<file path="src/dcache_config.svh">
// dcache subsystem defines: address width, sram depth, bridge read latency
`ifndef DCACHE_CONFIG_SVH
`define DCACHE_CONFIG_SVH

// byte address width on the lsu and bridge ports
`define DCACHE_ADDR_W 32

// backing sram depth in 32-bit words
// index comes from address bits 9..2, higher bits ignored
`define DCACHE_SRAM_WORDS 256

// cycles from read acceptance to the return beat
// legal range is 1 to 4
`define DCACHE_RD_LATENCY 2

`endif

</file>
<file path="src/dcache_pkg.sv">
// dcache subsystem package: lsu request, bridge read/write/return structs, transfer type and op codes
`include "dcache_config.svh"

package dcache_pkg;

    // transfer type for a single 32-bit word
    localparam logic [2:0] type_word = 3'd2;

    // lsu op encoding
    localparam logic op_read = 1'b0;
    localparam logic op_write = 1'b1;

    // load/store unit request, held stable while valid waits for ready
    typedef struct packed {
        logic                      op;
        logic [`DCACHE_ADDR_W-1:0] addr;
        logic                      uncached;
        logic [3:0]                awstrb;
        logic [31:0]               wdata;
        logic                      cacop_en;
        // cache op code bits 4..3
        logic [1:0]                cacop_code;
        logic [`DCACHE_ADDR_W-1:0] cacop_addr;
    } lsu_req_t;

    // read request toward the bridge
    typedef struct packed {
        logic [2:0]                rd_type;
        logic [`DCACHE_ADDR_W-1:0] rd_addr;
    } bridge_rd_t;

    // write request toward the bridge, a full line wide
    typedef struct packed {
        logic [2:0]                wr_type;
        logic [`DCACHE_ADDR_W-1:0] wr_addr;
        logic [3:0]                wr_wstrb;
        // only the low word is meaningful for word transfers
        logic [127:0]              wr_data;
    } bridge_wr_t;

    // read return beat from the bridge
    typedef struct packed {
        logic        ret_last;
        logic [31:0] ret_data;
    } bridge_ret_t;

endpackage

</file>
<file path="src/dcache_bypass.sv">
// bypass data cache: lsu to bridge request forwarding, read tracking fsm, protocol assertions
`timescale 1ns/1ps
`include "dcache_config.svh"

module dcache_bypass (
    input  logic                    clock,
    input  logic                    reset,

    // load/store unit side
    input  logic                    valid,
    input  dcache_pkg::lsu_req_t    req,
    output logic                    ready,
    output logic                    rvalid,
    output logic [31:0]             rdata,

    // bridge read channel
    output logic                    rd_req,
    output dcache_pkg::bridge_rd_t  rd,
    input  logic                    rd_rdy,
    input  logic                    ret_valid,
    input  dcache_pkg::bridge_ret_t ret,

    // bridge write channel
    output logic                    wr_req,
    output dcache_pkg::bridge_wr_t  wr,
    input  logic                    wr_rdy
);
    import dcache_pkg::*;

    localparam logic [1:0] state_reset = 2'd0;
    localparam logic [1:0] state_idle = 2'd1;
    localparam logic [1:0] state_receive = 2'd2;

    logic [1:0]                state;
    logic                      state_is_idle;
    logic                      state_is_receive;
    logic                      receive_finish;
    logic                      can_accept;
    logic                      is_read;
    logic                      is_write;
    logic                      accept;
    logic [`DCACHE_ADDR_W-1:0] word_addr;

    assign state_is_idle = (state == state_idle);
    assign state_is_receive = (state == state_receive);

    // the single-beat return closes the pending read
    assign receive_finish = state_is_receive && ret_valid && ret.ret_last;

    // a new request may overlap the cycle the pending read completes
    assign can_accept = state_is_idle || receive_finish;

    // cache ops never reach the bridge
    assign is_read = !req.cacop_en && (req.op == op_read);
    assign is_write = !req.cacop_en && (req.op == op_write);

    assign ready = can_accept &&
                   (req.cacop_en || (is_write && wr_rdy) || (is_read && rd_rdy));
    assign accept = valid && ready;

    assign rvalid = receive_finish;
    assign rdata = ret.ret_data;

    // bypass path only moves whole words
    assign word_addr = {req.addr[`DCACHE_ADDR_W-1:2], 2'b00};

    assign rd_req = can_accept && valid && is_read;
    assign rd = '{rd_type: type_word, rd_addr: word_addr};

    assign wr_req = can_accept && valid && is_write;
    assign wr = '{
        wr_type:  type_word,
        wr_addr:  word_addr,
        wr_wstrb: req.awstrb,
        wr_data:  {96'b0, req.wdata}
    };

    always_ff @(posedge clock) begin
        if (reset) begin
            state <= state_reset;
        end else begin
            case (state)
                state_idle: begin
                    if (accept && is_read) begin
                        state <= state_receive;
                    end
                end
                state_receive: begin
                    if (accept && is_read) begin
                        // next read goes out as this one returns
                        state <= state_receive;
                    end else if (receive_finish) begin
                        state <= state_idle;
                    end
                end
                default: begin
                    state <= state_idle;
                end
            endcase
        end
    end

    // word reads come back as one beat, or the receive state never ends
    ret_single_beat: assert property (
        @(posedge clock) disable iff (reset)
        ret_valid |-> ret.ret_last
    );

    // the bridge only answers a read this cache has outstanding
    ret_in_receive: assert property (
        @(posedge clock) disable iff (reset)
        ret_valid |-> state_is_receive
    );

endmodule

</file>
<file path="config.mk">
export PLATFORM = sky130hd
export DESIGN_NAME = dcache_bypass
export DESIGN_NICKNAME = d
export VERILOG_FILES = /design/src/dcache_pkg.sv /design/src/dcache_bypass.sv
export VERILOG_INCLUDE_DIRS = /design/src
export SDC_FILE = /design/constraint.sdc
export NUM_CORES = 1
export LEC_CHECK = 0
export CORE_AREA = 2 2 146 148
export DETAILED_ROUTE_END_ITERATION = 7
export DIE_AREA = 0 0 148 150
export DONT_BUFFER_PORTS = 1
export GPL_TIMING_DRIVEN = 0
export PLACE_DENSITY_LB_ADDON = 0.12
export SYNTH_ARGS = -nofsm -noshare
export SYNTH_HDL_FRONTEND = slang
export SYNTH_SLANG_ARGS = --single-unit
</file>
<file path="constraint.sdc">
create_clock -name clock -period 1.4 [get_ports clock]
set_clock_uncertainty 0.2 [all_clocks]
set_input_delay 0.14 -clock clock [delete_from_list [all_inputs] [get_ports clock]]
set_output_delay 0.14 -clock clock [all_outputs]
set_load 0.02 [all_outputs]
</file>
== Word level (Yosys, flattened, before mapping) ==
Cells that the tools add are included.

* Register bits: 2
* Input port bits: 144
* Output and inout bits: 238
* Logic and storage cells: 27

* Eq/ne operators: 4
* Muxes and demuxes: 4
* Bitwise operators: 1
* Reduce and logical (&&, ||, !) cells: 17

{| class="wikitable"
|+ Operators with widths
! operator !! number
|-
| $logic_and 1x1->1 || 12
|-
| $mux 2 || 3
|-
| $pmux 2 s2 || 1
|-
| $logic_or 1x1->1 || 3
|-
| $ne 3x1->1 const B || 1
|-
| $eq 2x1->1 const B || 1
|-
| $eq 2x2->1 const B || 1
|-
| $ne 2x1->1 const B || 1
|-
| $reduce_and 2->1 || 1
|-
| $logic_not 1->1 || 1
|-
| $not 1->1 || 1
|}

== Depth between registers and ports, before layout ==
* Depth in word-level cells: 10
* Depth in mapped cells: 5

== Least setup slack after synthesis ==
Ideal clock, no wire load.

* Path type: flip-flop to output port
* From: register state[0]
* To: output rd_req
* Arrival time: 1412 ps
* Required time: 1060 ps
* Slack: -352 ps
* Stages on the path, launching flop included: 5
* Path buffers: 0
* Cell sequence: dfxtp_1 -> inv_1 -> ha_1 -> a31oi_1 -> nor4b_1

* Word-level cells in the longest chain between the ends: 6
* Elaborated cells between the ends (all ways): 7
* Those cells by class: eq/ne (2); reduce/logical (5)

{| class="wikitable"
|+ RTL lines
! what !! RTL line !! source
|-
| start: declaration || dcache_bypass.sv:34 || <nowiki>logic [1:0] state;</nowiki>
|-
| start signal: assignment || dcache_bypass.sv:80 || <nowiki>state <= state_reset;</nowiki>
|-
| start signal: assignment || dcache_bypass.sv:85 || <nowiki>state <= state_receive;</nowiki>
|-
| start signal: assignment || dcache_bypass.sv:91 || <nowiki>state <= state_receive;</nowiki>
|-
| $eq 2x2->1 || dcache_bypass.sv:45 || <nowiki>assign state_is_receive = (state == state_receive);</nowiki>
|-
| $logic_and 1x1->1 (2 in series) || dcache_bypass.sv:48 || <nowiki>assign receive_finish = state_is_receive && ret_valid && ret.ret_last;</nowiki>
|-
| $logic_or 1x1->1 * || dcache_bypass.sv:51 || <nowiki>assign can_accept = state_is_idle || receive_finish;</nowiki>
|-
| $logic_and 1x1->1 * (2 in series) || dcache_bypass.sv:67 || <nowiki>assign rd_req = can_accept && valid && is_read;</nowiki>
|-
| end: declaration || dcache_bypass.sv:17 || <nowiki>output logic rd_req,</nowiki>
|}

Mark *: on every way between the ends. The rest lies on a longest branch, timed or not.

== Final worst setup path ==
Ends and elaborated chain as after synthesis.

==> results.md <==
- Status: finished, violations left
- Failing checks: negative setup slack
- Vias per cell: roughly 2.2
- Initial core utilization: 0.0948
- Crit path required time: 1060 ps
- Hold Fails Final Rpt: 0
- Vias: ~1500
- Max reg flops: 2
- Root Driver: clkbuf_16
- Cell area power density: 549 nW/um^2
- HP Class: in -> reg
- Cell Rows: 53
- Largest net degree at the start of global routing: 6
- IO Port Bufs: 0
- Ranking of synthesized cells by area: buf_4 (90%), dfxtp_1 (2.0%), ha_1 (1.3%)
- Post-DP HPWL: 4260 um
- Clock buffer count from CTS: 3
- H-tree Lvls: 1
- Reg clk slew, reported paths: 30 ps
- WL final: 4630 um
- Startpoint Class: flip-flop
- Max Clk Rate: between 600 and 700 MHz
- Top Registers: state x2
- Yosys reg bits: 2
- Post-synthesis cell area: 1960 um^2
- CTS max path bufs: 2
- Overflow left after global routing: 0
- Worst skew pair latency: 220 ps
- Crit path kind: reg -> out
- Leak Pwr: about 1.7 nW
- Sequential area share after synthesis: 0.0204
- Most flops, register: state
- Fin crit share: 1.15
- Met1 usage: 0.0203
- Iteration-0 DRC count of the detailed router: 4
- Dpl ws: -201 ps
- Syn-to-layout area delta: 50.4%
- Cell variety after synth: 20
- Critical path peak fanout: 4
- Num Clock Sinks: 2
- N_diodes: 0
- Yosys top cell by area: buf_4
- Worst setup margin: -214 ps
- Core Area: around 21000 um^2
- Vias in the first global route: 1112
- Gr busiest metal: met2
- RSZ-0062 raised after global routing: yes
- WL/cell: about 7 um
- Final setup vio count: 5
- Worst path arrival time: 1270 ps
- Total track usage: 0.0291
- Maximum VDD drop: 0.000267 V
- Die height: ~150 um
- # IOs: 382
- Met3 Track Usage GR: 0.00732
- GP Congestion: 0.590
- Drt pass-1 iters: 4
- Post-layout min period: between 1500 and 2000 ps
- Final core utilization: 0.143
- WHS: roughly 100 ps
- Layout cells sized above 1: 0.680
- TritonCTS clock tree: yes
- Routed Antenna Nets: 0
- Synth warn: 0
- Maximum Capacitance Violations: 0
- Die W: 148 um
- Final slew viol count: 0
- Antenna violations before repair: 0
- Total Power: ~0.0016 W
- Area share of the leading cell type in the synthesized netlist: 0.895
- Synth Area per Inst: approximately 7.5 um^2
- Post-layout nets: 526
- Full die area: 22200 um^2
- Cell count after synthesis: roughly 260
- Crit. End Element: primary output
- Global-route met2 utilization: 0.0706
- Drt drc: 0
- First-pass GRT wire length: 5300 um
## power by group
group / internal, W / switching (W) / total [W]
clock: 0.000363 / 0.0000614 / 0.000424
combinational: 0.000483 / 0.000647 / 0.00113
sequential: 0.0000588 / 0.00000547 / 0.0000643
## critical path, stage by stage, from the launching register on
cell	delay [ps]
dfxtp_4	350
inv_4	60
ha_4	150
a31oi_4	110
nor4b_4	390
## cells by family (layout without fill, tap and decap cells)
family,count (synthesis),count (layout),synth area share
DFF,2,2,0.0204
and+or+nand+nor,12,12,0.0434
buffers and inverters,237,250,0.901
adders and majority gates,2,2,0.0128
other,2,106,0.00383
AOI/OAI and AO/OA,6,6,0.0185
## placed cells by master, fill, tap and decap left out, drive strengths merged, types with 2 or more instances in the layout
cell           n
a31oi          3
buf          241
clkbuf         3
conb         106
dfxtp          2
dlygate4sd3    3
ha             2
inv            3
nor2           2
## through the flow
| step | std cells | TNS (ps) | instance area (um^2) |
|---|---|---|---|
| after floorplan | 365 | -76.9 | 2380 |
| after global placement | 640 | -406 | 2720 |
| after detailed placement | 640 | -482 | 2720 |
| after CTS | 652 | -898 | 2930 |
| after global routing | 653 | -1060 | 2950 |
| final | 653 | -813 | 2950 |
## synth_stat cells
master / instances
and3b_1: 1
buf_4: 234
dfxtp_1: 2
conb_1: 2
ha_1: 2
and2b_2: 1
a21oi_1: 1
a211oi_1: 1
inv_1: 3
o21ai_0: 1
or3_1: 1
and4bb_2: 1
nor2_1: 2
nand3_1: 1
nor4b_1: 1
and3_1: 1
nand4bb_1: 1
nand2_1: 1
a31oi_1: 3
nand4_1: 1
## repair_timing
action                     in CTS  in global routing
gates cloned                    0                  0
pin swaps                       6                  4
setup buffers                   6                  1
gates resized for setup        15                  4
setup endpoints to repair       5                  6
hold buffers                    3                  0
hold endpoints to repair        2                  0
## final cells by class
cell class              count  area [um^2]
inverters                   3         16.3
plain buffers             234         1760
well taps                 275          344
multi-input cells         126          621
flip-flops and latches      2         47.5
clock buffers               3         75.1
repair buffers             10         90.1
fillers                  2433        17700
## per-layer routing
layer  wire length (um)  vias up
met2               3030      169
met5                  0        -
met4                 21        0
li1                   -      696
met1                860      583
met3                710        2
## final timing paths
| check | startpoint | endpoint | slack (ps) | cells after the start |
|---|---|---|---|---|
| setup / recovery | state[0]$_SDFFE_PP0P_ | rd_req | -210 | 4 |
| hold reg to reg | state[1]$_SDFFE_PP0P_ | state[1]$_SDFFE_PP0P_ | 480 | 3 |
| hold / removal | ret_valid | state[0]$_SDFFE_PP0P_ | 100 | 3 |
| setup reg to reg | state[0]$_SDFFE_PP0P_ | state[1]$_SDFFE_PP0P_ | -200 | 6 |
(Power assumes the default switching activity.)
