==> src/dcache_config.svh <==
// dcache subsystem defines: address width, sram depth, bridge read latency
`ifndef DCACHE_CONFIG_SVH
`define DCACHE_CONFIG_SVH

// byte address width on the lsu and bridge ports
`define DCACHE_ADDR_W 32

// backing sram depth in 32-bit words
// index comes from address bits 9..2, higher bits ignored
`define DCACHE_SRAM_WORDS 256

// cycles from read acceptance to the return beat
// legal range is 1 to 4
`define DCACHE_RD_LATENCY 2

`endif

==> src/dcache_pkg.sv <==
// dcache subsystem package: lsu request, bridge read/write/return structs, transfer type and op codes
`include "dcache_config.svh"

package dcache_pkg;

    // transfer type for a single 32-bit word
    localparam logic [2:0] type_word = 3'd2;

    // lsu op encoding
    localparam logic op_read = 1'b0;
    localparam logic op_write = 1'b1;

    // load/store unit request, held stable while valid waits for ready
    typedef struct packed {
        logic                      op;
        logic [`DCACHE_ADDR_W-1:0] addr;
        logic                      uncached;
        logic [3:0]                awstrb;
        logic [31:0]               wdata;
        logic                      cacop_en;
        // cache op code bits 4..3
        logic [1:0]                cacop_code;
        logic [`DCACHE_ADDR_W-1:0] cacop_addr;
    } lsu_req_t;

    // read request toward the bridge
    typedef struct packed {
        logic [2:0]                rd_type;
        logic [`DCACHE_ADDR_W-1:0] rd_addr;
    } bridge_rd_t;

    // write request toward the bridge, a full line wide
    typedef struct packed {
        logic [2:0]                wr_type;
        logic [`DCACHE_ADDR_W-1:0] wr_addr;
        logic [3:0]                wr_wstrb;
        // only the low word is meaningful for word transfers
        logic [127:0]              wr_data;
    } bridge_wr_t;

    // read return beat from the bridge
    typedef struct packed {
        logic        ret_last;
        logic [31:0] ret_data;
    } bridge_ret_t;

endpackage

==> src/cache_bridge.sv <==
// bridge model: read/write acceptance, read latency pipeline, sram access and ordering checks
`timescale 1ns/1ps
`include "dcache_config.svh"

module cache_bridge (
    input  logic                                 clock,
    input  logic                                 reset,

    // read channel from the cache
    input  logic                                 rd_req,
    input  dcache_pkg::bridge_rd_t               rd,
    output logic                                 rd_rdy,
    output logic                                 ret_valid,
    output dcache_pkg::bridge_ret_t              ret,

    // write channel from the cache
    input  logic                                 wr_req,
    input  dcache_pkg::bridge_wr_t               wr,
    output logic                                 wr_rdy,

    // sram port
    output logic                                 sram_en,
    output logic                                 sram_we,
    output logic [3:0]                           sram_wstrb,
    output logic [$clog2(`DCACHE_SRAM_WORDS)-1:0] sram_index,
    output logic [31:0]                          sram_wdata,
    input  logic [31:0]                          sram_rdata
);
    import dcache_pkg::*;

    localparam int rd_lat = `DCACHE_RD_LATENCY;
    localparam int idx_w = $clog2(`DCACHE_SRAM_WORDS);
    localparam logic [rd_lat-1:0] ret_mask = rd_lat'(1) << (rd_lat - 1);

    // one flag per read in flight, bit 0 newest, top bit returns this cycle
    logic [rd_lat-1:0] rd_pipe;
    logic              rd_accept;
    logic              wr_accept;
    logic [31:0]       ret_data;

    assign rd_rdy = ~&rd_pipe;
    // a write may not pass a read still waiting for its sram data
    assign wr_rdy = ~|(rd_pipe & ~ret_mask);

    assign rd_accept = rd_req && rd_rdy;
    assign wr_accept = wr_req && wr_rdy;

    // sram read is issued at acceptance, writes land at their own acceptance edge
    assign sram_en = rd_accept || wr_accept;
    assign sram_we = wr_accept;
    assign sram_wstrb = wr.wr_wstrb;
    assign sram_wdata = wr.wr_data[31:0];
    assign sram_index = wr_accept ? wr.wr_addr[idx_w+1:2] : rd.rd_addr[idx_w+1:2];

    always_ff @(posedge clock) begin
        if (reset) begin
            rd_pipe <= '0;
        end else begin
            rd_pipe <= (rd_pipe << 1) | rd_lat'(rd_accept);
        end
    end

    generate
        if (rd_lat == 1) begin : g_ret_direct
            // sram output register already lines up with the return cycle
            assign ret_data = sram_rdata;
        end else begin : g_ret_delay
            logic [31:0] data_q [rd_lat-1];

            always_ff @(posedge clock) begin
                data_q[0] <= sram_rdata;
                for (int i = 1; i < rd_lat - 1; i++) begin
                    data_q[i] <= data_q[i-1];
                end
            end

            assign ret_data = data_q[rd_lat-2];
        end
    endgenerate

    assign ret_valid = rd_pipe[rd_lat-1];
    assign ret = '{ret_last: rd_pipe[rd_lat-1], ret_data: ret_data};

    // only single-word transfers are modelled
    type_is_word: assert property (
        @(posedge clock) disable iff (reset)
        (rd_req -> rd.rd_type == type_word) && (wr_req -> wr.wr_type == type_word)
    );

    sram_single_access: assert property (
        @(posedge clock) disable iff (reset)
        !(rd_accept && wr_accept)
    );

endmodule

==> config.mk <==
export PLATFORM = sky130hd
export DESIGN_NAME = cache_bridge
export DESIGN_NICKNAME = d
export VERILOG_FILES = /design/src/dcache_pkg.sv /design/src/cache_bridge.sv
export VERILOG_INCLUDE_DIRS = /design/src
export SDC_FILE = /design/constraint.sdc
export NUM_CORES = 1
export LEC_CHECK = 0
export ABC_AREA = 0
export BUFFER_PORTS_ARGS = -buffer_cell sky130_fd_sc_hd__buf_4
export CAP_MARGIN = 20
export CORE_AREA = 2 2 125 127
export CTS_CLUSTER_DIAMETER = 200
export DETAILED_ROUTE_END_ITERATION = 8
export DIE_AREA = 0 0 127 129
export GPL_ROUTABILITY_DRIVEN = 0
export GPL_TIMING_DRIVEN = 0
export MAX_ROUTING_LAYER = met4
export PLACE_DENSITY = 0.43
export SLEW_MARGIN = 20
export SYNTH_ARGS = -nofsm -noshare
export SYNTH_HDL_FRONTEND = slang
export SYNTH_SLANG_ARGS = --single-unit
==> constraint.sdc <==
create_clock -name clock -period 1.48 [get_ports clock]
set_input_delay 0.222 -clock clock [delete_from_list [all_inputs] [get_ports clock]]
set_output_delay 0.222 -clock clock [all_outputs]
set_load 0.02 [all_outputs]
# After elaboration in Yosys (flattened, before gate mapping)
# Memory sizes are Yosys's and may differ from the RTL's.
# Index checks and enable logic that the tools add are counted.
# totals
register_bits	2
ramBits	32
output_inout_bits	82
memories	1
# memory_table
memory	depth	width	read_ports	rd_ports_with_merged_regs	write_ports	line_no	rtl
g_ret_delay.data_q	1	32	1	0	1	cache_bridge.sv:68	logic [31:0] data_q [rd_lat-1];
# classes
mux	1
bitwise	1
reduce_logical	6
# ops
operator	count
two-way mux 8 bit	1
logical AND 1 bit	2
logical NOT 1 bit	2
OR 2 x 1 -> 2 bit	1
AND reduction 2 bit	1
logical OR 1 bit	1

# Longest topological paths before layout
# logic_depth
depth_word	4
depth_mapped	3
ltp_nobuf	2

# Least setup slack after synthesis
# Ideal clock, no wire load.
# synth_timing
path_kind	register to output
from	reg rd_pipe[0]
to	out sram_index[0]
arrival_time_ns	0.943
slack_ns	0.315
path_stages_with_launch	4
cell_sequence	dfxtp_1 -> nand2b_4 -> buf_6 -> mux2_4
# synth_between
elab_chain_cells	3
# synth_lines
element	line_no	rtl
from (decl)	cache_bridge.sv:36	logic [rd_lat-1:0] rd_pipe;
from (signal assigned)	cache_bridge.sv:59	rd_pipe <= (rd_pipe << 1) | rd_lat'(rd_accept);
logical NOT 1 bit	cache_bridge.sv:43	assign wr_rdy = ~|(rd_pipe & ~ret_mask);
logical AND 1 bit	cache_bridge.sv:46	assign wr_accept = wr_req && wr_rdy;
two-way mux 8 bit	cache_bridge.sv:53	assign sram_index = wr_accept ? wr.wr_addr[idx_w+1:2] : rd.rd_addr[idx_w+1:2];
to (decl)	cache_bridge.sv:25	output logic [$clog2(`DCACHE_SRAM_WORDS)-1:0] sram_index,
# No other way between the ends.

# Worst setup path in the final report
# layout_timing
from	reg rd_pipe[0]
to	out sram_index[3]
# The elaborated chain is that of the path after synthesis.

==> flow_summary_export.csv <==
group,metric,value,unit
worst_setup_path,reg2reg_setup_slack,0.69,ns
yosys,ys_top_cells_by_area,"dfxtp_1, buf_4, mux2_4",
worst_setup_path,cp.arrival,1.24,ns
placed_design,io_buffers,133,
global_route,grt_max_degree,11,
power_and_ir_drop,p_leak,1.300,nW
floorplan,start_util,7.611,%
worst_setup_path,cp-start-kind,"flip-flop",
power_and_ir_drop,ir_worst_vdd,1.011,mV
yosys,synth_top_cell_area_share,59.71,%
yosys,ys_ff_latch,34,
worst_setup_path,rr_worst_depth,3,
timing,fin_skew,0.00004427,ns
timing,hold_viol,0,
yosys,syn_inst,89,
global_route,grt_pass1_wl,4540,um
worst_setup_path,critical-path-slowest-cell,"dfxtp_2",
worst_setup_path,worstSetupPathType,"reg2out",
floorplan,rows,45,
routing,antenna_left,0,
routing,dr.pass1.iters,4,
cts,clkTransAtPathRegs,0.05,ns
cts,cts_buffers,5,
routing,first_iter_violations,21,
cts,cts_tree,"done",
timing,final-setup-viol-count,0,
layout,final_nets,469,
routing,vias,1080,
run_status,status,"completed",
worst_setup_path,critPathMaxStageDelay,0.34,ns
worst_setup_path,critPathLaunch,"rd_pipe[0]$_SDFF_PP0_",
worst_setup_path,cp.required,1.26,ns
floorplan,die_y,129,um
cts,cts-htree-levels,2,
global_route,antenna_found_initial,0,
hold_path,min_path_type,"in2reg",
yosys,synth_top_area_cell,"dfxtp_1",
timing,slew_viol_final,0,
floorplan,die-area,16380,sq um
cts,cts_sinks,34,
yosys,seq_area_frac_synth,59.71,%
yosys,ys_warn_count,0,
timing,rsz0062_at_grt,"yes",
placed_design,dp_hpwl,2890,um
power_and_ir_drop,power-per-cell-area,1015,nW/um^2
worst_setup_path,crit_family,"flip-flops",
cts,cts_hold_buf,0,
floorplan,io_pins,320,
yosys,avgSynthCellArea,12.81,sq um
timing,period_minus_slack,1.466,ns
worst_setup_path,worstReg2RegEnd,"rd_pipe[0]$_SDFF_PP0_",
worst_setup_path,regToRegStartpoint,"rd_pipe[0]$_SDFF_PP0_",
worst_setup_path,path_max_fanout,5,
yosys,synth.distinct_cells,10,
flow_run,drv_cap,0,
worst_setup_path,path_cells,"nand2b_4 > mux2_4 > buf_6",
timing,fmaxAchievable,682.4,MHz
layout,fillers,1666,
global_route,grt_pass1_vias,1020,
layout,layout-drive-gt1-share,81.90,%
yosys,syn_area,1140,sq um
routing,drc,0,
timing,post-route-period-util,99.02,%
worst_setup_path,critPathCapture,"sram_index[3]",
layout,final_common_cell,"buf_4",
cts,clk_latency,0.27,ns
cts,cts_root_buffer,"clkbuf_16",
routing,routedWlPerCell,8.195,um
global_route,grtUsageTotal,3.823,%
routing,wl,3442,um
placed_design,dpl.cell_count,410,
layout,diodes,0,
layout,final_cell_mix,"buf_4, dfxtp_1, mux2_4, buf_6, clkbuf_16",
worst_setup_path,cp-end-kind,"output pin",
worst_setup_path,critical_path_depth,3,
timing,relSlewSlack,89.64,%
timing,tightestPinTransition,0.1550,ns
layout,area.growth.synth_to_final,125.5,%
floorplan,die_w,127,um
floorplan,core_area,14980,sq um
timing,setup-tns-final,0,ns
cts,clock_path_buffers,2,
yosys,syn_nets,327,
worst_setup_path,worstPathBufferInverterCount,1,
global_route,grt-ovfl-total,0,
routing,vias_per_cell,2.571,
layout,fin_cells,420,
kinds of logic (layout without fill, tap and decap cells):
kind of cell	Yosys count	in the layout	synth area share, %
AO/OA/AOI/OAI	1	1	0.5492
buffers and inverters	41	183	26.34
flip-flops	34	34	59.71
multiplexers	8	8	10.54
AND/OR/NAND/NOR	5	6	2.854
power breakdown:
part           internal (mW)  switching [mW]  leakage [nW]  total, mW
combinational          0.345           0.258         0.939      0.603
sequential             0.967          0.0148         0.287      0.981
clock                  0.666           0.358        0.0739       1.02
repair_timing:
action                                  in CTS  in global routing
cloned                                       1                  0
endpoints found under the hold margin        0                  0
setup buffers                                1                  1
endpoints found under the setup margin       8                  8
gates resized for setup                      7                  3
worst min-delay path by stage:
stage / startpoint / endpoint / slack (ns) / depth (start not counted)
after floorplan: sram_rdata[0] / g_ret_delay.data_q[0][0]$_DFF_P_ / 0.25 / 0
after global placement: sram_rdata[3] / g_ret_delay.data_q[0][3]$_DFF_P_ / 0.33 / 1
after detailed placement: sram_rdata[24] / g_ret_delay.data_q[0][24]$_DFF_P_ / 0.33 / 1
after CTS: sram_rdata[11] / g_ret_delay.data_q[0][11]$_DFF_P_ / 0.03 / 1
after global routing: sram_rdata[18] / g_ret_delay.data_q[0][18]$_DFF_P_ / 0.03 / 1
final: sram_rdata[11] / g_ret_delay.data_q[0][11]$_DFF_P_ / 0.05 / 1
per-stage QoR:
step	util (%)	setup WS, ns	power (mW)	cell area (sq um)	hold WS (ns)
final	17.16	0.01450	2.608	2570	0.04510
after global routing	17.16	-0.05650	2.735	2570	0.02968
after CTS	17.03	-0.01140	2.655	2551	0.03314
after detailed placement	15.85	0.1407	1.590	2374	0.3276
after global placement	15.85	0.1554	1.588	2374	0.3269
after floorplan	-	0.3146	1.291	1140	0.2497
synthesized netlist by cell type, drive strengths merged:
library cell  number
buf               38
nand2              1
nor3b              1
mux2               8
o22ai              1
nand2b             1
inv                3
dfxtp             34
nor2               2
registers in the layout, indices dropped and copies added (netlist names):
name,cells
rd_pipe,2
g_ret_delay.data_q,32
metal layers:
layer	share of wire, %	track usage (%)	vias up
li1	-	-	522
met1	34	3.773	448
met2	48	5.629	104
met3	16	2.245	6
met4	2.6	2.715	0
met5	0	-	-
cell type report:
class	instances	area [sq um]	area share, %
clock inverters	1	5.005	0.1947
flip-flops and latches	34	681.9	26.53
inverters	3	11.26	0.4382
clock buffers	7	142.6	5.550
repair buffers	135	1044	40.60
multi-input cells	15	172.7	6.719
well taps	188	235.2	9.153
plain buffers	37	277.8	10.81
(Power assumes the default switching activity.)
